File: src/rtl/board_cfg_pkg.sv
// Board configuration types
package board_cfg_pkg;

  ////////////////////
  // Fan control
  ////////////////////

  // Fan duty in sixteenths of a PWM frame, 0 keeps the fan off
  typedef logic [3:0] duty_t;

  // One slot per duty step, so a full frame holds 16 slots
  localparam int unsigned PwmSlots = 2 ** $bits(duty_t);

  ////////////////////
  // Boot straps
  ////////////////////

  // SoC boot mode as seen on the strap pins
  //   2'd0  passive, wait for debugger
  //   2'd1  SPI SD card
  //   2'd2  SPI flash
  //   2'd3  reserved
  typedef logic [1:0] boot_mode_t;

endpackage

File: src/rtl/board_cmd_pkg.sv
// Board command word encodings
package board_cmd_pkg;

  ////////////////////
  // Opcodes
  ////////////////////

  // Top two bits of every command word
  // 2'd3 has no meaning and is flagged as an error
  typedef enum logic [1:0] {
    OP_NOP  = 2'd0,
    OP_FAN  = 2'd1,
    OP_BOOT = 2'd2
  } board_op_e;

  ////////////////////
  // Command views
  ////////////////////

  // Fan duty update
  typedef struct packed {
    board_op_e            opcode;
    board_cfg_pkg::duty_t duty;
    logic [9:0]           rsvd;
  } fan_cmd_t;

  // Boot mode override
  typedef struct packed {
    board_op_e                 opcode;
    logic                      override_en;
    board_cfg_pkg::boot_mode_t boot_mode;
    logic [10:0]               rsvd;
  } boot_cmd_t;

  // Opcode sits in the same bits of both views
  typedef union packed {
    fan_cmd_t  fan;
    boot_cmd_t boot;
  } board_cmd_u;

endpackage

File: src/rtl/tick_divider.sv
// RTC and PWM slot tick divider
`timescale 1ns/1ps

module tick_divider #(
  parameter int unsigned RtcHalfDiv = 25,
  parameter int unsigned PwmSlotDiv = 4
) (
  input  logic soc_clk,
  input  logic rst_n,
  output logic rtc_o,
  output logic slot_tick_o
);

  localparam int unsigned RtcCntW  = (RtcHalfDiv > 1) ? $clog2(RtcHalfDiv) : 1;
  localparam int unsigned SlotCntW = (PwmSlotDiv > 1) ? $clog2(PwmSlotDiv) : 1;

  localparam logic [RtcCntW-1:0]  RtcLast  = RtcCntW'(RtcHalfDiv - 1);
  localparam logic [SlotCntW-1:0] SlotLast = SlotCntW'(PwmSlotDiv - 1);

  logic [RtcCntW-1:0]  rtc_cnt_q;
  logic                rtc_q;
  logic [SlotCntW-1:0] slot_cnt_q;
  logic                slot_tick_q;

  ////////////////////
  // RTC half period
  ////////////////////

  // Toggle on the last count so each phase lasts RtcHalfDiv cycles
  always_ff @(posedge soc_clk or negedge rst_n) begin
    if (!rst_n) begin
      rtc_cnt_q <= '0;
      rtc_q     <= 1'b0;
    end else if (rtc_cnt_q == RtcLast) begin
      rtc_cnt_q <= '0;
      rtc_q     <= ~rtc_q;
    end else begin
      rtc_cnt_q <= rtc_cnt_q + 1'b1;
    end
  end

  ////////////////////
  // PWM slot tick
  ////////////////////

  always_ff @(posedge soc_clk or negedge rst_n) begin
    if (!rst_n) begin
      slot_cnt_q  <= '0;
      slot_tick_q <= 1'b0;
    end else begin
      slot_tick_q <= (slot_cnt_q == SlotLast);
      slot_cnt_q  <= (slot_cnt_q == SlotLast) ? '0 : slot_cnt_q + 1'b1;
    end
  end

  assign rtc_o       = rtc_q;
  assign slot_tick_o = slot_tick_q;

  // Downstream slot counter relies on isolated single-cycle ticks
  a_tick_single: assert property (@(posedge soc_clk) disable iff (!rst_n)
    (PwmSlotDiv > 1) && slot_tick_o |=> !slot_tick_o)
    else $error("slot tick held high for two cycles");

endmodule

File: src/rtl/fan_pwm.sv
// Fan PWM generator
`timescale 1ns/1ps

module fan_pwm (
  input  logic                 soc_clk,
  input  logic                 rst_n,
  input  logic                 slot_tick_i,
  input  board_cfg_pkg::duty_t duty_i,
  output logic                 fan_pwm_o
);

  import board_cfg_pkg::*;

  localparam int unsigned      SlotW    = $clog2(PwmSlots);
  localparam logic [SlotW-1:0] LastSlot = SlotW'(PwmSlots - 1);

  logic [SlotW-1:0] slot_cnt_q;
  logic [SlotW-1:0] slot_cnt_d;
  duty_t            duty_q;
  duty_t            duty_d;
  logic             pwm_q;

  ////////////////////
  // Slot counter
  ////////////////////

  // Duty only changes at frame start so a frame is never cut short
  always_comb begin
    slot_cnt_d = slot_cnt_q;
    duty_d     = duty_q;
    if (slot_tick_i) begin
      if (slot_cnt_q == LastSlot) begin
        slot_cnt_d = '0;
        duty_d     = duty_i;
      end else begin
        slot_cnt_d = slot_cnt_q + 1'b1;
      end
    end
  end

  // Output follows the slot counter in the same cycle
  always_ff @(posedge soc_clk or negedge rst_n) begin
    if (!rst_n) begin
      slot_cnt_q <= '0;
      duty_q     <= '0;
      pwm_q      <= 1'b0;
    end else begin
      slot_cnt_q <= slot_cnt_d;
      duty_q     <= duty_d;
      pwm_q      <= (slot_cnt_d < duty_d);
    end
  end

  assign fan_pwm_o = pwm_q;

  // Zero duty keeps the fan off for the whole frame
  a_zero_duty_off: assert property (@(posedge soc_clk) disable iff (!rst_n)
    (duty_q == '0) |-> !fan_pwm_o)
    else $error("fan output high with zero latched duty");

endmodule

File: src/rtl/board_cmd_fsm.sv
// Board command FSM
`timescale 1ns/1ps

module board_cmd_fsm (
  input  logic                      soc_clk,
  input  logic                      rst_n,
  input  logic                      cmd_req_i,
  input  board_cmd_pkg::board_cmd_u cmd_word_i,
  output logic                      cmd_ack_o,
  output logic                      cmd_err_o,
  input  board_cfg_pkg::boot_mode_t boot_mode_i,
  output board_cfg_pkg::boot_mode_t boot_mode_o,
  output board_cfg_pkg::duty_t      fan_duty_o
);

  import board_cfg_pkg::*;
  import board_cmd_pkg::*;

  localparam logic [1:0] IDLE    = 2'd0;
  localparam logic [1:0] DECODE  = 2'd1;
  localparam logic [1:0] ACK     = 2'd2;
  localparam logic [1:0] RELEASE = 2'd3;

  logic [1:0] state_q;
  logic [1:0] state_d;

  // Latched command and decode stage
  board_cmd_u cmd_q;
  logic       op_fan;
  logic       op_boot;
  logic       op_err;
  logic       dec_fan_q;
  logic       dec_boot_q;
  logic       dec_err_q;
  duty_t      dec_duty_q;
  logic       dec_ovr_en_q;
  boot_mode_t dec_mode_q;

  // Architectural state
  duty_t      fan_duty_q;
  logic       ovr_en_q;
  boot_mode_t ovr_mode_q;
  logic       ack_q;
  logic       err_q;

  ////////////////////
  // Handshake FSM
  ////////////////////

  // A slow host simply parks the FSM in RELEASE
  always_comb begin
    state_d = state_q;
    case (state_q)
      IDLE:    if (cmd_req_i) state_d = DECODE;
      DECODE:  state_d = ACK;
      ACK:     state_d = RELEASE;
      RELEASE: if (!cmd_req_i) state_d = IDLE;
      default: state_d = IDLE;
    endcase
  end

  // Opcode is read through the fan view, both views share it
  always_comb begin
    op_fan  = 1'b0;
    op_boot = 1'b0;
    op_err  = 1'b0;
    case (cmd_q.fan.opcode)
      OP_NOP:  op_err  = 1'b0;
      OP_FAN:  op_fan  = 1'b1;
      OP_BOOT: op_boot = 1'b1;
      default: op_err  = 1'b1;
    endcase
  end

  always_ff @(posedge soc_clk or negedge rst_n) begin
    if (!rst_n) begin
      state_q    <= IDLE;
      dec_fan_q  <= 1'b0;
      dec_boot_q <= 1'b0;
      dec_err_q  <= 1'b0;
      fan_duty_q <= '0;
      ovr_en_q   <= 1'b0;
      ack_q      <= 1'b0;
      err_q      <= 1'b0;
    end else begin
      state_q <= state_d;
      if (state_q == DECODE) begin
        dec_fan_q  <= op_fan;
        dec_boot_q <= op_boot;
        dec_err_q  <= op_err;
      end
      // Apply cycle, new settings appear together with ack
      if (state_q == ACK) begin
        ack_q <= 1'b1;
        err_q <= dec_err_q;
        if (dec_fan_q) fan_duty_q <= dec_duty_q;
        if (dec_boot_q) ovr_en_q <= dec_ovr_en_q;
      end
      if (state_q == RELEASE && !cmd_req_i) begin
        ack_q <= 1'b0;
        err_q <= 1'b0;
      end
    end
  end

  ////////////////////
  // Command payload
  ////////////////////

  always_ff @(posedge soc_clk) begin
    if (state_q == IDLE && cmd_req_i) cmd_q <= cmd_word_i;
    if (state_q == DECODE) begin
      dec_duty_q   <= cmd_q.fan.duty;
      dec_ovr_en_q <= cmd_q.boot.override_en;
      dec_mode_q   <= cmd_q.boot.boot_mode;
    end
    if (state_q == ACK && dec_boot_q) ovr_mode_q <= dec_mode_q;
  end

  assign cmd_ack_o  = ack_q;
  assign cmd_err_o  = err_q;
  assign fan_duty_o = fan_duty_q;

  // Strap passes straight through unless overridden
  assign boot_mode_o = ovr_en_q ? ovr_mode_q : boot_mode_i;

  ////////////////////
  // Protocol checks
  ////////////////////

  a_word_stable: assert property (@(posedge soc_clk) disable iff (!rst_n)
    cmd_req_i |=> !cmd_req_i || $stable(cmd_word_i))
    else $error("command word changed while req high");

  a_ack_hold: assert property (@(posedge soc_clk) disable iff (!rst_n)
    cmd_ack_o && cmd_req_i |=> cmd_ack_o)
    else $error("ack dropped before req was released");

endmodule

File: src/rtl/board_ctrl_top.sv
// Board control top level
`timescale 1ns/1ps

module board_ctrl_top #(
  parameter int unsigned RtcHalfDiv = 25,
  parameter int unsigned PwmSlotDiv = 4
) (
  input  logic                      soc_clk,
  input  logic                      rst_n,
  input  logic                      cmd_req_i,
  input  board_cmd_pkg::board_cmd_u cmd_word_i,
  output logic                      cmd_ack_o,
  output logic                      cmd_err_o,
  input  board_cfg_pkg::boot_mode_t boot_mode_i,
  output board_cfg_pkg::boot_mode_t boot_mode_o,
  output logic                      rtc_o,
  output logic                      fan_pwm_o
);

  import board_cfg_pkg::*;

  duty_t fan_duty;
  logic  slot_tick;

  ////////////////////
  // Command port
  ////////////////////

  board_cmd_fsm i_cmd_fsm (
    .soc_clk     ( soc_clk     ),
    .rst_n       ( rst_n       ),
    .cmd_req_i   ( cmd_req_i   ),
    .cmd_word_i  ( cmd_word_i  ),
    .cmd_ack_o   ( cmd_ack_o   ),
    .cmd_err_o   ( cmd_err_o   ),
    .boot_mode_i ( boot_mode_i ),
    .boot_mode_o ( boot_mode_o ),
    .fan_duty_o  ( fan_duty    )
  );

  ////////////////////
  // Clock dividers
  ////////////////////

  // 50 MHz soc_clk down to 1 MHz RTC with the default divider
  tick_divider #(
    .RtcHalfDiv ( RtcHalfDiv ),
    .PwmSlotDiv ( PwmSlotDiv )
  ) i_tick_divider (
    .soc_clk     ( soc_clk   ),
    .rst_n       ( rst_n     ),
    .rtc_o       ( rtc_o     ),
    .slot_tick_o ( slot_tick )
  );

  ////////////////////
  // Fan PWM
  ////////////////////

  fan_pwm i_fan_pwm (
    .soc_clk     ( soc_clk   ),
    .rst_n       ( rst_n     ),
    .slot_tick_i ( slot_tick ),
    .duty_i      ( fan_duty  ),
    .fan_pwm_o   ( fan_pwm_o )
  );

endmodule

File: config.mk
export PLATFORM = sky130hd
export DESIGN_NAME = board_ctrl_top
export DESIGN_NICKNAME = d
export VERILOG_FILES = /design/src/rtl/board_cfg_pkg.sv /design/src/rtl/board_cmd_pkg.sv /design/src/rtl/tick_divider.sv /design/src/rtl/fan_pwm.sv /design/src/rtl/board_cmd_fsm.sv /design/src/rtl/board_ctrl_top.sv
export SDC_FILE = /design/constraint.sdc
export NUM_CORES = 1
export LEC_CHECK = 0
export BUFFER_PORTS_ARGS = -buffer_cell sky130_fd_sc_hd__buf_2
export CAP_MARGIN = 25
export CORE_MARGIN = 2
export CORE_UTILIZATION = 35
export DETAILED_ROUTE_END_ITERATION = 6
export SLEW_MARGIN = 5
export SYNTH_ARGS = -nofsm -noshare
export SYNTH_HDL_FRONTEND = slang
export SYNTH_SLANG_ARGS = --single-unit
export TNS_END_PERCENT = 50
File: constraint.sdc
create_clock -name soc_clk -period 2.1 [get_ports soc_clk]
set_clock_uncertainty 0.2 [all_clocks]
set_input_delay 0.21 -clock soc_clk [delete_from_list [all_inputs] [get_ports soc_clk]]
set_output_delay 0.21 -clock soc_clk [all_outputs]
set_load 0.01 [all_outputs]
# Word level (Yosys, flattened, before mapping)
# Cells that the tools add are included.
# W data, S select, Z words.
[word_totals]
word_cells = 63
inputBits = 21
register_bits = 55
out_inout_bits = 6
[op_classes]
n_eq_ne = 10
n_reduce_logical = 11
add_sub_neg = 3
bitwise = 1
n_lt_le_gt_ge = 1
n_mux = 17
[op_table]
columns = ["cell", "n"]
rows = [
  ["$mux W4", 4],
  ["$eq A2 B2 Y1 const B", 4],
  ["$mux W2", 4],
  ["$pmux W2 S4", 1],
  ["$mux W1", 7],
  ["$reduce_and A2 Y1", 3],
  ["$add A5 B1 Y5 const B", 1],
  ["$eq A5 B5 Y1 const B", 1],
  ["$mux W5", 1],
  ["$add A4 B1 Y4 const B", 1],
  ["$eq A2 B1 Y1 const B", 2],
  ["$eq A4 B4 Y1 const B", 1],
  ["$logic_not A2 Y1", 2],
  ["$lt A4 B4 Y1", 1],
  ["$ne A2 B2 Y1 const B", 2],
  ["$logic_and A1 B1 Y1", 3],
  ["$reduce_or A3 Y1", 1],
  ["$add A2 B1 Y2 const B", 1],
  ["$reduce_bool A2 Y1", 1],
  ["$logic_not A1 Y1", 1],
  ["$not A1 Y1", 1],
]

# Logic depth before layout (Yosys ltp)
# Gate-level depths: netlist (run 1).
[logic_depth]
ltp_word = 4
ltp_mapped = 8
ltp_nobuf = 8

# Hierarchy
# From an unflattened synthesis (run 1), not the netlist that was laid out.
[hier_totals]
cells_unflattened = 130
hier_area_um2 = 1784.2
[modules_own_cells]
columns = ["mod", "area_per_inst_um2", "instances", "cells_each", "seq_area_each_um2"]
rows = [
  ["board_cmd_fsm", 950.9, 1, 60, 660.6],
  ["fan_pwm", 459.2, 1, 38, 225.2],
  ["tick_divider", 374.1, 1, 32, 225.2],
]

# Worst setup path before layout (run 1)
# No wires, ideal clock.
[synth_timing]
path_type = "register to register"
from = "register i_fan_pwm.slot_cnt_q[0]"
to = "register i_fan_pwm.pwm_q, in the netlist i_fan_pwm.fan_pwm_o"
setup_ps = 64
t_required_ps = 1836
period_less_slack_ps = 2168
arrival_ps = 1905
n_path_buf = 0
path_slack_ps = -68
path_stages_with_launch = 9
cell_sequence = "dfrtp_1 ha_1 nand4_4 mux2_2 inv_1 ha_1 a211o_1 o22ai_1 a21o_1"
[synth_between]
elab_chain_len = 4
word_cells_on_any_way = 7
cone_classes = "add/sub: 1; order compare: 1; eq/ne: 1; mux: 4"
[synth_lines]
columns = ["element", "line_no", "text"]
rows = [
  ["start: declaration", "fan_pwm.sv:17", "logic [SlotW-1:0] slot_cnt_q;"],
  ["start signal: assignment", "fan_pwm.sv:48", "slot_cnt_q <= slot_cnt_d;"],
  ["$eq A4 B4 Y1", "fan_pwm.sv:32", "if (slot_cnt_q == LastSlot) begin"],
  ["$mux W4", "fan_pwm.sv:32", ""],
  ["$mux W4", "fan_pwm.sv:31", "if (slot_tick_i) begin"],
  ["via i_fan_pwm.duty_d[3]", "fan_pwm.sv:20", "duty_t duty_d;"],
  ["$lt A4 B4 Y1", "fan_pwm.sv:50", "pwm_q <= (slot_cnt_d < duty_d);"],
  ["end signal: assignment", "fan_pwm.sv:50", ""],
  ["end: declaration", "fan_pwm.sv:21", "logic pwm_q;"],
]
# The timed path passes the listed nets, and every way through them passes these cells.
# A chain may end at the register's enable or synchronous reset.

# Worst setup path after layout (run 1)
[layout_timing]
from = "register i_fan_pwm.slot_cnt_q[1]"
to = "register i_fan_pwm.pwm_q, in the netlist i_fan_pwm.fan_pwm_o"
# Same word-level chain as after synthesis.

==> run_results.csv, run 1 <==
group,metric,value,unit
die,floorplan.die_area,0.00553,sq mm
sta,tightest_slew,0.671,ns
sta,slew-limit-headroom,0.553,
setup_path,critPathSlowestCell,"sky130_fd_sc_hd__dfrtp_1",
setup_path,max_fo_critical_path,3,
min_path,worst_hold_path_type,"input pin to flop",
clock_tree,clockRootBuffer,"sky130_fd_sc_hd__clkbuf_8",
final_layout,n_antenna_cell,0,
clock_tree,number_of_buffers_on_the_longest_clock_path,2,
global_routing,grt_antenna_before_repair,0,
setup_path,timing.critical_path.arrival,2.07,ns
clock_tree,cts.sinks,42,
drt,drtAntennaViolNets,0,
logic_synthesis,synth.yosys.seq_area_share,0.642,
sta,fin_setup_tns,0,ns
clock_tree,postCtsSetupRepairBufs,0,
final_layout,final_core_utilization,0.450,
drt,drt-wirelength-per-cell,11.7,um
run,max-cap-violations,0,
setup_path,critical_path.n_buffers_inverters,1,
sta,fin_crit_sh,0.974,
logic_synthesis,syn_area_per_cell,13.9,sq um
global_routing,number_of_global_route_vias_before_repair,1096,
die,row_count,25,
final_layout,mostFrequentLayoutCells,"sky130_fd_sc_hd__dfrtp_1 (30), sky130_fd_sc_hd__buf_2 (16), sky130_fd_sc_hd__edfxtp_1 (12)",
logic_synthesis,postSynthCellCount,125,
drt,drt_pre_antenna_iters,4,
die,ioPinCount,27,
power,cellLeakagePower,0.976,nW
die,fp.coreArea,0.00475,sq mm
setup_path,timing.reg2reg.setup_slack,0.06,ns
setup_path,timing.setup.critical_path_class,"flop to flop",
global_routing,maximum_number_of_pins_on_one_net_before_global_route_repair,31,
setup_path,setup.worst_path.start_class,"flop",
logic_synthesis,synth_net_count,158,
final_layout,mostFrequentLayoutCell,"sky130_fd_sc_hd__dfrtp_1",
clock_tree,htreeDepth,2,
drt,drcViolationCount,0,
sta,period_needed,2.04,ns
final_layout,proportion_of_layout_cells_with_a_drive_suffix_above_1,0.245,
drt,vias_per_cell,4.40,
placement,globalplace.congestion,0.666,
final_layout,area_growth,23.6,%
clock_tree,tritoncts,"built",
power,vdd_ir_drop_max,721,uV
power,powerDensity,1050,mW/mm^2
global_routing,track_usage,0.116,
sta,clock.fmax,489,MHz
logic_synthesis,post_synth_instance_area,0.00173,sq mm
global_routing,grt_pass1_wl,4750,um
die,die_width,74.3,um
final_layout,fin_nets,191,
setup_path,timing.critical_path.cells,"ha_4 > nand4_4 > mux2_4 > inv_1 > ha_1 > a211o_1 > o22ai_1 > a21o_1",
placement,dp_hpwl,1920,um
die,initial_core_util,0.364,
sta,timing.final.max_slew_violations,0,
sta,finalSetupViolCount,0,
drt,num_vias,995,
placement,port-buffer-count,16,
logic_synthesis,yosys_warnings,0,
clock_tree,clkLatencyLatePin,0.28,ns
clock_tree,cts_made_buffers,5,
drt,postRouteWirelength,2640,um
sta,rsz0062_at_grt,"no",
setup_path,worst-endpoint-required,2.13,ns
setup_path,end_kind,"flop",
run_status,result_of_the_run,"finished clean",
setup_path,crit_path_max_incr_delay,0.41,ns
global_routing,global_route.overflow_total,0,
drt,drt_iter0_markers,30,
clock_tree,clkSlewWorstSetupHoldPaths,0.07,ns
setup_path,cp_top_family,"compound AO/OA/AOI/OAI gates",
die,die_h,74.3,um
sta,finalHoldViolCount,0,
logic_synthesis,postSynthRegisterBits,42,
logic_synthesis,synth_cell_types,25,
-- cell families after synthesis --
logic type	after synthesis	share of synthesized area
adder cells (fa/ha/maj)	12	0.0867
AO/OA/AOI/OAI	18	0.0614
AND/OR/NAND/NOR	24	0.0751
buffers and inverters	11	0.0238
multiplexers	15	0.0961
XOR/XNOR	3	0.0152
flip-flops	42	0.642
-- worst register-to-register path, cell delays in order (launching register included) --
cell,delay [ns]
sky130_fd_sc_hd__dfrtp_1,0.41
sky130_fd_sc_hd__ha_4,0.19
sky130_fd_sc_hd__nand4_4,0.10
sky130_fd_sc_hd__mux2_4,0.31
sky130_fd_sc_hd__inv_1,0.06
sky130_fd_sc_hd__ha_1,0.23
sky130_fd_sc_hd__a211o_1,0.28
sky130_fd_sc_hd__o22ai_1,0.11
sky130_fd_sc_hd__a21o_1,0.10
-- through the flow --
step / setup WS, ns / area [sq um] / hold WS, ns / total power, mW / instances
6_report: 0.0554 / 2140 / 0.0241 / 2.25 / 226
5_1_grt: 0.00381 / 2140 / 0.0438 / 2.40 / 226
4_1_cts: 0.000125 / 2140 / 0.0176 / 2.28 / 226
3_5_place_dp: 0.0147 / 1930 / 0.0880 / 1.53 / 211
3_3_place_gp: 0.0254 / 1930 / 0.0685 / 1.50 / 211
2_1_floorplan: 0.0320 / 1750 / -0.286 / 1.39 / 125
-- worst paths after layout --
kind,start,to,cells after the start
max,i_fan_pwm.slot_cnt_q[1],i_fan_pwm.fan_pwm_o,8
min,cmd_req_i,i_cmd_fsm.cmd_err_o,3
max reg2reg,i_fan_pwm.slot_cnt_q[1],i_fan_pwm.fan_pwm_o,8
min reg2reg,i_cmd_fsm.cmd_q[12],i_cmd_fsm.dec_duty_q[2],0
max in group asynchronous,rst_n,i_cmd_fsm.cmd_err_o,2
min in group asynchronous,rst_n,i_cmd_fsm.fan_duty_o[2],2
-- what timing repair did --
action | CTS | global route
setup endpoints to repair | 1 | 1
endpoints found under the hold margin | 36 | 0
hold buffers | 7 | 0
pin swaps | 1 | 3
resized for setup | 0 | 1
-- state kept, by name, indices dropped and copies added, names as in the netlist --
name                        count
i_cmd_fsm.cmd_ack_o             1
i_cmd_fsm.cmd_err_o             1
i_cmd_fsm.cmd_q                 6
i_cmd_fsm.dec_boot_q            1
i_cmd_fsm.dec_duty_q            2
i_cmd_fsm.dec_err_q             1
i_cmd_fsm.dec_fan_q             1
i_cmd_fsm.dec_mode_q            1
i_cmd_fsm.dec_ovr_en_q          1
i_cmd_fsm.fan_duty_o            4
i_cmd_fsm.ovr_en_q              1
i_cmd_fsm.ovr_mode_q            2
i_cmd_fsm.state_q               2
i_fan_pwm.duty_q                4
i_fan_pwm.fan_pwm_o             1
i_fan_pwm.slot_cnt_q            4
i_tick_divider.rtc_cnt_q        5
i_tick_divider.rtc_o            1
i_tick_divider.slot_cnt_q       2
i_tick_divider.slot_tick_o      1
-- metal layers --
layer  track usage  part of all wire  wire (um)  up-vias
met3        0.0325             0.032         84        5
met2         0.200              0.51       1360       14
met5             0                 0          0        -
met4        0.0476             0.013         34        0
met1         0.136              0.44       1170      478
li1              -                 -          -      498
-- layout make-up --
type	instances	area, sq um
Inverter	11	41.3
Tap cell	67	83.8
Clock inverter	3	63.8
Multi-Input combinational cell	72	599
Clock buffer	5	68.8
Timing Repair Buffer	26	173
Fill cell	462	2610
Sequential cell	42	1110
-- where the power goes --
group,switching (mW),total (mW),internal (mW)
clock network,0.261,0.731,0.470
logic,0.213,0.399,0.186
registers,0.0912,1.12,1.03
total,0.565,2.25,1.69
-- synth_stat cells --
master                     instances  area share
sky130_fd_sc_hd__nand3_1           4       0.012
sky130_fd_sc_hd__nand2_1           6       0.013
sky130_fd_sc_hd__o211ai_1          1      0.0043
sky130_fd_sc_hd__and2_1            2      0.0072
sky130_fd_sc_hd__mux2_2            9       0.059
sky130_fd_sc_hd__a211o_1           1      0.0051
sky130_fd_sc_hd__a21oi_1           1      0.0029
sky130_fd_sc_hd__ha_1             12       0.087
sky130_fd_sc_hd__xor2_1            2       0.010
sky130_fd_sc_hd__o22ai_1           1      0.0036
sky130_fd_sc_hd__nand4_1           1      0.0036
sky130_fd_sc_hd__nor2b_1           1      0.0036
sky130_fd_sc_hd__nor2_1            7       0.015
sky130_fd_sc_hd__edfxtp_1         12        0.21
sky130_fd_sc_hd__nand3b_1          2      0.0087
sky130_fd_sc_hd__a21o_1            1      0.0043
sky130_fd_sc_hd__mux2i_1           5       0.029
sky130_fd_sc_hd__a22o_1            1      0.0051
sky130_fd_sc_hd__dfrtp_1          30        0.43
sky130_fd_sc_hd__mux2_4            1      0.0087
sky130_fd_sc_hd__xnor2_1           1      0.0051
sky130_fd_sc_hd__o21a_1            1      0.0043
sky130_fd_sc_hd__nand4_4           1       0.012
sky130_fd_sc_hd__inv_1            11       0.024
sky130_fd_sc_hd__o21ai_0          11       0.032
(Power assumes the default switching activity.)
==> run 2: changes to the inputs <==
--- a/config.mk
+++ b/config.mk
@@ -5,11 +5,11 @@
 export SDC_FILE = /design/constraint.sdc
 export NUM_CORES = 1
 export LEC_CHECK = 0
-export BUFFER_PORTS_ARGS = -buffer_cell sky130_fd_sc_hd__buf_2
 export CAP_MARGIN = 25
 export CORE_MARGIN = 2
 export CORE_UTILIZATION = 35
 export DETAILED_ROUTE_END_ITERATION = 6
+export DONT_BUFFER_PORTS = 1
 export SLEW_MARGIN = 5
 export SYNTH_ARGS = -nofsm -noshare
 export SYNTH_HDL_FRONTEND = slang
==> run 2 against run 1 <==
Net effect:
- final area is 2.5% lower
- via count down 3.2%
- hold slack better by 0.092 ns
- fmax about the same
- global-route usage decreased by 0.39 points
- core utilization decreased by 1.1 points
- first-iteration DRC count decreased by 3.3%
- clock power fell by 15%
- worst setup slack better by 0.0020 ns
- clock-buffer cell count stayed put
- largest power group unchanged
- critical path type unchanged
- critical path depth did not move
==> run_results.csv, run 2 (synthesis results as in run 1) <==
group,metric,value,unit
die,ioPinCount,27,
final_layout,mostFrequentLayoutCell,"sky130_fd_sc_hd__dfrtp_1",
final_layout,final-instance-count-excl-fill,213,
final_layout,fillers,454,
setup_path,end_kind,"flop",
final_layout,final_core_utilization,0.439,
setup_path,setup.worst_path.start_class,"flop",
final_layout,mostFrequentLayoutCells,"sky130_fd_sc_hd__dfrtp_1 (30), sky130_fd_sc_hd__edfxtp_1 (12), sky130_fd_sc_hd__inv_1 (10), sky130_fd_sc_hd__o21ai_0 (10), sky130_fd_sc_hd__ha_1 (10)",
setup_path,critical_path.n_buffers_inverters,1,
power,power_report.internal_total,1.55,mW
setup_path,crit_path_max_incr_delay,0.41,ns
setup_path,max_fo_critical_path,3,
power,comb_power_share,0.173,
clock_tree,number_of_buffers_on_the_longest_clock_path,2,
die,die_width,74.3,um
power,vdd_ir_drop_max,606,uV
placement,globalplace.congestion,0.650,
sta,period_needed,2.04,ns
clock_tree,clockRootBuffer,"sky130_fd_sc_hd__clkbuf_8",
final_layout,area_growth,20.5,%
drt,num_vias,963,
power,powerDensity,1010,mW/mm^2
clock_tree,tritoncts,"built",
sta,tightest_slew,0.359,ns
placement,port-buffer-count,0,
drt,drt_iter0_markers,29,
die,row_count,25,
sta,timing.final.max_slew_violations,0,
clock_tree,cts.sinks,42,
power,seqPwrFrac,0.534,
global_routing,global_route.overflow_total,0,
power,cellLeakagePower,0.924,nW
sta,fin_crit_sh,0.973,
sta,final_critical_path_setup_slack,0.0574,ns
setup_path,timing.reg2reg.setup_slack,0.06,ns
clock_tree,cts_made_buffers,5,
run_status,result_of_the_run,"finished clean",
die,die_h,74.3,um
global_routing,maximum_number_of_pins_on_one_net_before_global_route_repair,31,
setup_path,worst-endpoint-required,2.14,ns
clock_tree,clkLatencyLatePin,0.29,ns
setup_path,cp_top_family,"flip-flops",
setup_path,critPathSlowestCell,"sky130_fd_sc_hd__dfrtp_1",
global_routing,grt_pass1_wl,4510,um
sta,finalSetupViolCount,0,
final_layout,biggest_register,"i_cmd_fsm.cmd_q",
power,fin_total_pwr,2.12,mW
final_layout,fin_nets,178,
drt,vias_per_cell,4.52,
sta,clock.fmax,490,MHz
run,max-cap-violations,0,
setup_path,timing.reg2reg.worst_path_depth,8,
power,clock_power_share,0.292,
sta,rsz0062_at_grt,"yes",
drt,drtAntennaViolNets,0,
global_routing,number_of_global_route_vias_before_repair,1038,
final_layout,layout_top_registers,"i_cmd_fsm.cmd_q: 6 flops, i_tick_divider.rtc_cnt_q: 5 flops",
placement,dp_hpwl,1750,um
min_path,worst_hold_path_type,"input pin to flop",
setup_path,timing.critical_path.arrival,2.08,ns
global_routing,grt_antenna_before_repair,0,
min_path,hold_path.startpoint,"cmd_req_i",
sta,post_route_hold_slack,0.116,ns
placement,dp_worst_setup_slack,0.0157,ns
die,initial_core_util,0.364,
min_path,hold_path_end,"i_cmd_fsm.cmd_q[10]",
die,fp.coreArea,0.00475,sq mm
placement,placed_cells_incl_taps,195,
setup_path,r2r_end,"i_fan_pwm.fan_pwm_o",
clock_tree,clkSlewWorstSetupHoldPaths,0.08,ns
drt,postRouteWirelength,2590,um
power,swShare,0.269,
min_path,holdPathStages,1,
die,floorplan.die_area,0.00553,sq mm
setup_path,critical_path.reg2reg.startpoint,"i_fan_pwm.slot_cnt_q[0]",
final_layout,number_of_flip_flops_in_the_largest_register,6,
setup_path,timing.critical_path.cells,"ha_4 > nand4_4 > mux2_4 > inv_2 > ha_4 > a211o_1 > nor2_1 > a21o_1",
power,p_sw,0.569,mW
sta,slew-limit-headroom,0.761,
setup_path,cpMostUsedCell,"sky130_fd_sc_hd__ha_4",
final_layout,n_antenna_cell,0,
drt,drcViolationCount,0,
final_layout,proportion_of_layout_cells_with_a_drive_suffix_above_1,0.192,
clock_tree,htreeDepth,2,
global_routing,track_usage,0.112,
sta,finalHoldViolCount,0,
setup_path,timing.setup.critical_path_class,"flop to flop",
drt,drt-wirelength-per-cell,12.2,um
drt,drt_pre_antenna_iters,4,
==> run 2: stage by stage <==
step           TNS, ns  area [sq um]
2_1_floorplan        0          1750
3_3_place_gp         0          1850
3_5_place_dp         0          1850
4_1_cts              0          2060
5_1_grt        -0.0124          2090
6_report             0          2090
==> run 2: power by group through the flow <==
stage                     logic, mW  clock network (mW)  registers [mW]
after CTS                     0.370               0.632            1.13
after floorplan               0.277                   0            1.12
final                         0.367               0.619            1.13
after detailed placement      0.335                   0            1.15
after global placement        0.316                   0            1.14
after global routing          0.435               0.665            1.15
==> run 2: metal layers <==
metal  track usage  vias up  part of all wire
met1         0.121      466              0.43
li1              -      474                 -
met3        0.0434        6             0.053
met4        0.0536        0             0.020
met5             0        -                 0
met2         0.192       17              0.50
==> run 2: worst max-delay path by stage <==
stage                                  from                   to  slack [ns]  cells past startpoint
finish              i_fan_pwm.slot_cnt_q[0]  i_fan_pwm.fan_pwm_o        0.06                      8
global route        i_fan_pwm.slot_cnt_q[0]  i_fan_pwm.fan_pwm_o       -0.01                      8
CTS                 i_fan_pwm.slot_cnt_q[1]  i_fan_pwm.fan_pwm_o        0.03                      8
detailed placement  i_fan_pwm.slot_cnt_q[1]  i_fan_pwm.fan_pwm_o        0.02                      8
global placement    i_fan_pwm.slot_cnt_q[1]  i_fan_pwm.fan_pwm_o        0.02                      8
floorplan           i_fan_pwm.slot_cnt_q[0]  i_fan_pwm.fan_pwm_o        0.03                      8
==> run 2: area by class of cell <==
cell class,instances,area [sq um],share of cell area
clock buffer,5,68.8,0.0330
clock inverter,3,40.0,0.0192
inverter,11,41.3,0.0198
multi-input combinational,72,612,0.293
sequential,42,1110,0.532
tap,67,83.8,0.0402
timing repair buffer,13,130,0.0624
==> run 2: worst reg2reg max path, cell delays in order (launching register included) <==
cell                      delay [ns]
sky130_fd_sc_hd__dfrtp_1        0.41
sky130_fd_sc_hd__ha_4           0.19
sky130_fd_sc_hd__nand4_4        0.10
sky130_fd_sc_hd__mux2_4         0.31
sky130_fd_sc_hd__inv_2          0.07
sky130_fd_sc_hd__ha_4           0.19
sky130_fd_sc_hd__a211o_1        0.30
sky130_fd_sc_hd__nor2_1         0.10
sky130_fd_sc_hd__a21o_1         0.11
==> run 2: timing repair <==
action	CTS	global route
hold endpoints to repair	39	0
endpoints found under the setup margin	1	1
hold buffers	9	0
gates resized for setup	0	4
pin swaps	1	5
buffers inserted	0	1
==> run 3: changes to the inputs <==
--- a/config.mk
+++ b/config.mk
@@ -5,11 +5,13 @@
 export SDC_FILE = /design/constraint.sdc
 export NUM_CORES = 1
 export LEC_CHECK = 0
+export ABC_AREA = 1
 export CAP_MARGIN = 25
 export CORE_MARGIN = 2
 export CORE_UTILIZATION = 35
 export DETAILED_ROUTE_END_ITERATION = 6
 export DONT_BUFFER_PORTS = 1
+export PLACE_DENSITY_LB_ADDON = 0.1
 export SLEW_MARGIN = 5
 export SYNTH_ARGS = -nofsm -noshare
 export SYNTH_HDL_FRONTEND = slang
==> run 3 against run 2 <==
Net effect:
- sequential share of layout area increased by 1.0 points
- synthesized cell count is 19% higher
- core utilization down 1.1 points
- die area up 1.9%
- first-iteration DRC count shrank 21%
- non-clock buffer count fell by 3
- global-route usage is 0.13 points lower
- combinational power decreased by 3%
==> run_results.csv, run 3 <==
group,metric,value,unit
global_routing,track_usage,0.110,
final_layout,mostFrequentLayoutCells,"sky130_fd_sc_hd__dfrtp_1 (30), sky130_fd_sc_hd__inv_1 (19), sky130_fd_sc_hd__nand2_1 (13)",
setup_path,timing.setup.critical_path_class,"flop to flop",
drt,vias_per_cell,4.37,
final_layout,area.sequential,0.00111,sq mm
sta,period_needed,1.98,ns
logic_synthesis,synth_net_count,182,
run_status,result_of_the_run,"finished clean",
sta,timing.final.max_slew_violations,0,
placement,placed_cells_incl_taps,216,
logic_synthesis,yosys_warnings,0,
die,row_count,25,
setup_path,timing.critical_path.arrival,2.01,ns
clock_tree,clkLatencyLatePin,0.29,ns
final_layout,number_of_flip_flops_in_the_largest_register,6,
drt,postRouteWirelength,2620,um
die,fp.coreArea,0.00479,sq mm
logic_synthesis,post_synth_instance_area,0.00177,sq mm
global_routing,number_of_global_route_vias_before_repair,1067,
die,die_width,75.0,um
drt,drcViolationCount,0,
clock_tree,number_of_buffers_on_the_longest_clock_path,2,
setup_path,max_fo_critical_path,5,
global_routing,grt_antenna_before_repair,0,
global_routing,maximum_number_of_pins_on_one_net_before_global_route_repair,31,
global_routing,global_route.overflow_total,0,
placement,globalplace.congestion,0.749,
clock_tree,clockRootBuffer,"sky130_fd_sc_hd__clkbuf_8",
sta,post_route_hold_slack,0.0442,ns
drt,detail_route.wirelength.met1,1150,um
power,clock_power_share,0.260,
final_layout,layout_top_registers,"i_cmd_fsm.cmd_q: 6 flops, i_tick_divider.rtc_cnt_q: 5 flops",
global_routing,grt_pass1_wl,4580,um
die,ioPinCount,27,
power,power_report.internal_total,1.39,mW
logic_synthesis,yosysMostFrequentCell,"sky130_fd_sc_hd__dfrtp_1",
logic_synthesis,synth_area_leaders,"sky130_fd_sc_hd__dfrtp_1 (42%), sky130_fd_sc_hd__edfxtp_1 (20%), sky130_fd_sc_hd__ha_1 (8.5%)",
drt,drt-wirelength-per-cell,11.2,um
drt,met2_wire_length,1320,um
clock_tree,cts_made_buffers,5,
final_layout,proportion_of_layout_cells_with_a_drive_suffix_above_1,0.168,
clock_tree,htreeDepth,2,
setup_path,setup.worst_path.start_class,"flop",
final_layout,n_antenna_cell,0,
final_layout,fin_nets,199,
final_layout,layout.cell_area.non_filler,0.00205,sq mm
power,p_sw,0.578,mW
power,cellLeakagePower,0.928,nW
final_layout,mostFrequentLayoutCell,"sky130_fd_sc_hd__dfrtp_1",
sta,tightest_slew,0.334,ns
logic_synthesis,synth_enable_flop_cells,12,
final_layout,final_core_utilization,0.428,
clock_tree,cts.sinks,42,
sta,finalSetupViolCount,0,
logic_synthesis,dominantRegCellSynth,"sky130_fd_sc_hd__dfrtp_1",
drt,num_vias,1023,
placement,dp_worst_setup_slack,0.124,ns
clock_tree,clkSlewWorstSetupHoldPaths,0.08,ns
logic_synthesis,synth_async_sr_flop_share,0.714,
final_layout,area_growth,15.9,%
placement,postPlaceCellArea,0.00185,sq mm
power,seqPwrFrac,0.559,
drt,drtAntennaViolNets,0,
logic_synthesis,synth_cell_types,27,
logic_synthesis,postSynthRegisterBits,42,
sta,fin_crit_sh,0.942,
drt,drt_iter0_markers,23,
power,vdd_ir_drop_max,498,uV
clock_tree,tritoncts,"built",
logic_synthesis,yosysTopAreaCell,"sky130_fd_sc_hd__dfrtp_1",
setup_path,end_kind,"flop",
drt,drt_pre_antenna_iters,4,
logic_synthesis,netlist_top_cells_count,"sky130_fd_sc_hd__dfrtp_1 (30), sky130_fd_sc_hd__inv_1 (19), sky130_fd_sc_hd__nand2_1 (13)",
logic_synthesis,syn_area_per_cell,11.9,sq um
sta,finalHoldViolCount,0,
final_layout,biggest_register,"i_cmd_fsm.cmd_q",
min_path,worst_hold_path_type,"input pin to flop",
sta,slew-limit-headroom,0.778,
setup_path,worst-endpoint-required,2.13,ns
run,max-cap-violations,0,
placement,port-buffer-count,0,
logic_synthesis,postSynthCellCount,149,
power,swShare,0.294,
power,comb_power_share,0.180,
die,floorplan.die_area,0.00563,sq mm
final_layout,fillers,445,
drt,maxUsedRoutingLayer,"met4",
placement,dp_hpwl,1840,um
final_layout,final-instance-count-excl-fill,234,
final_layout,multiInputGateArea,566,sq um
sta,clock.fmax,505,MHz
die,die_h,75.0,um
sta,final_critical_path_setup_slack,0.121,ns
logic_synthesis,yosysTopAreaCellShare,0.425,
drt,met3_wirelength,99,um
power,powerDensity,961,mW/mm^2
die,initial_core_util,0.369,
logic_synthesis,synth.yosys.seq_area_share,0.629,
==> run 3: changes by cell type after synthesis, moves of 3 or more <==
cell / previous run / this run
sky130_fd_sc_hd__a21oi_1: 1 / 7
sky130_fd_sc_hd__inv_1: 11 / 19
sky130_fd_sc_hd__inv_2: 0 / 4
sky130_fd_sc_hd__mux2_2: 9 / 5
sky130_fd_sc_hd__mux2i_1: 5 / 0
sky130_fd_sc_hd__nand2_1: 6 / 13
sky130_fd_sc_hd__nor2_1: 7 / 12
sky130_fd_sc_hd__o21ai_0: 11 / 8
sky130_fd_sc_hd__o21ai_2: 0 / 3
sky130_fd_sc_hd__or2_1: 0 / 3
==> run 3: cell families (layout without fill, tap and decap cells) <==
group           Yosys count  in the layout  share of synthesized area
flops                    42             42                      0.629
compound gates           22             22                     0.0744
xor+xnor                  3              3                     0.0149
buf+inv                  24             42                     0.0510
simple gates             41             41                      0.114
fa+ha+maj                12             12                     0.0850
mux                       5              5                     0.0319
==> run 3: repair_timing <==
item                                    4_1_cts  5_1_grt
resized for setup                             0        0
setup buffers                                 0        1
endpoints found under the hold margin        40        0
hold buffers                                  9        0
endpoints found under the setup margin        0        1
==> run 3: power groups by stage <==
stage / Combinational (mW) / Sequential, mW / Clock [mW]
finish: 0.355 / 1.10 / 0.513
global route: 0.414 / 1.12 / 0.562
CTS: 0.362 / 1.10 / 0.538
detailed placement: 0.329 / 1.12 / 0
global placement: 0.319 / 1.11 / 0
floorplan: 0.272 / 1.09 / 0
==> run 3: per-layer routing <==
| metal | vias up | track usage |
|---|---|---|
| li1 | 517 | - |
| met1 | 484 | 0.132 |
| met2 | 17 | 0.179 |
| met3 | 5 | 0.0402 |
| met4 | 0 | 0.0476 |
| met5 | - | 0 |
==> run 3: area by class of cell <==
class	count	share of cell area
sequential	42	0.542
timing repair buffer	10	0.0525
multi-input combinational	83	0.276
clock buffer	5	0.0336
inverter	24	0.0440
clock inverter	3	0.0104
tap	67	0.0409
==> run 3: per-stage QoR <==
step | TNS, ns | total power, mW
global placement | 0 | 1.43
detailed placement | 0 | 1.45
floorplan | 0 | 1.36
CTS | 0 | 2.00
global route | -0.00851 | 2.09
finish | 0 | 1.97
==> run 3: path summary, 6_finish.rpt <==
kind                                               to                    start  cells past startpoint  slack [ns]
max                               i_fan_pwm.fan_pwm_o  i_fan_pwm.slot_cnt_q[0]                      9        0.12
min                               i_cmd_fsm.cmd_q[10]                cmd_req_i                      2        0.04
max reg2reg                       i_fan_pwm.fan_pwm_o  i_fan_pwm.slot_cnt_q[0]                      9        0.12
min reg2reg                    i_cmd_fsm.dec_ovr_en_q      i_cmd_fsm.cmd_q[13]                      0        0.23
max in group asynchronous  i_tick_divider.slot_tick_o                    rst_n                      2        1.37
min in group asynchronous         i_fan_pwm.duty_q[2]                    rst_n                      2        0.15
==> run 3: worst max-delay path, stage by stage, from the launching register on <==
cell and delay (ns):
sky130_fd_sc_hd__dfrtp_1 0.41, sky130_fd_sc_hd__ha_1 0.23, sky130_fd_sc_hd__nand2_2 0.10, sky130_fd_sc_hd__inv_2 0.06, sky130_fd_sc_hd__nand2_4 0.09, sky130_fd_sc_hd__o21ai_0 0.08
sky130_fd_sc_hd__a21oi_1 0.18, sky130_fd_sc_hd__ha_1 0.27, sky130_fd_sc_hd__a21o_1 0.19, sky130_fd_sc_hd__a21oi_2 0.10
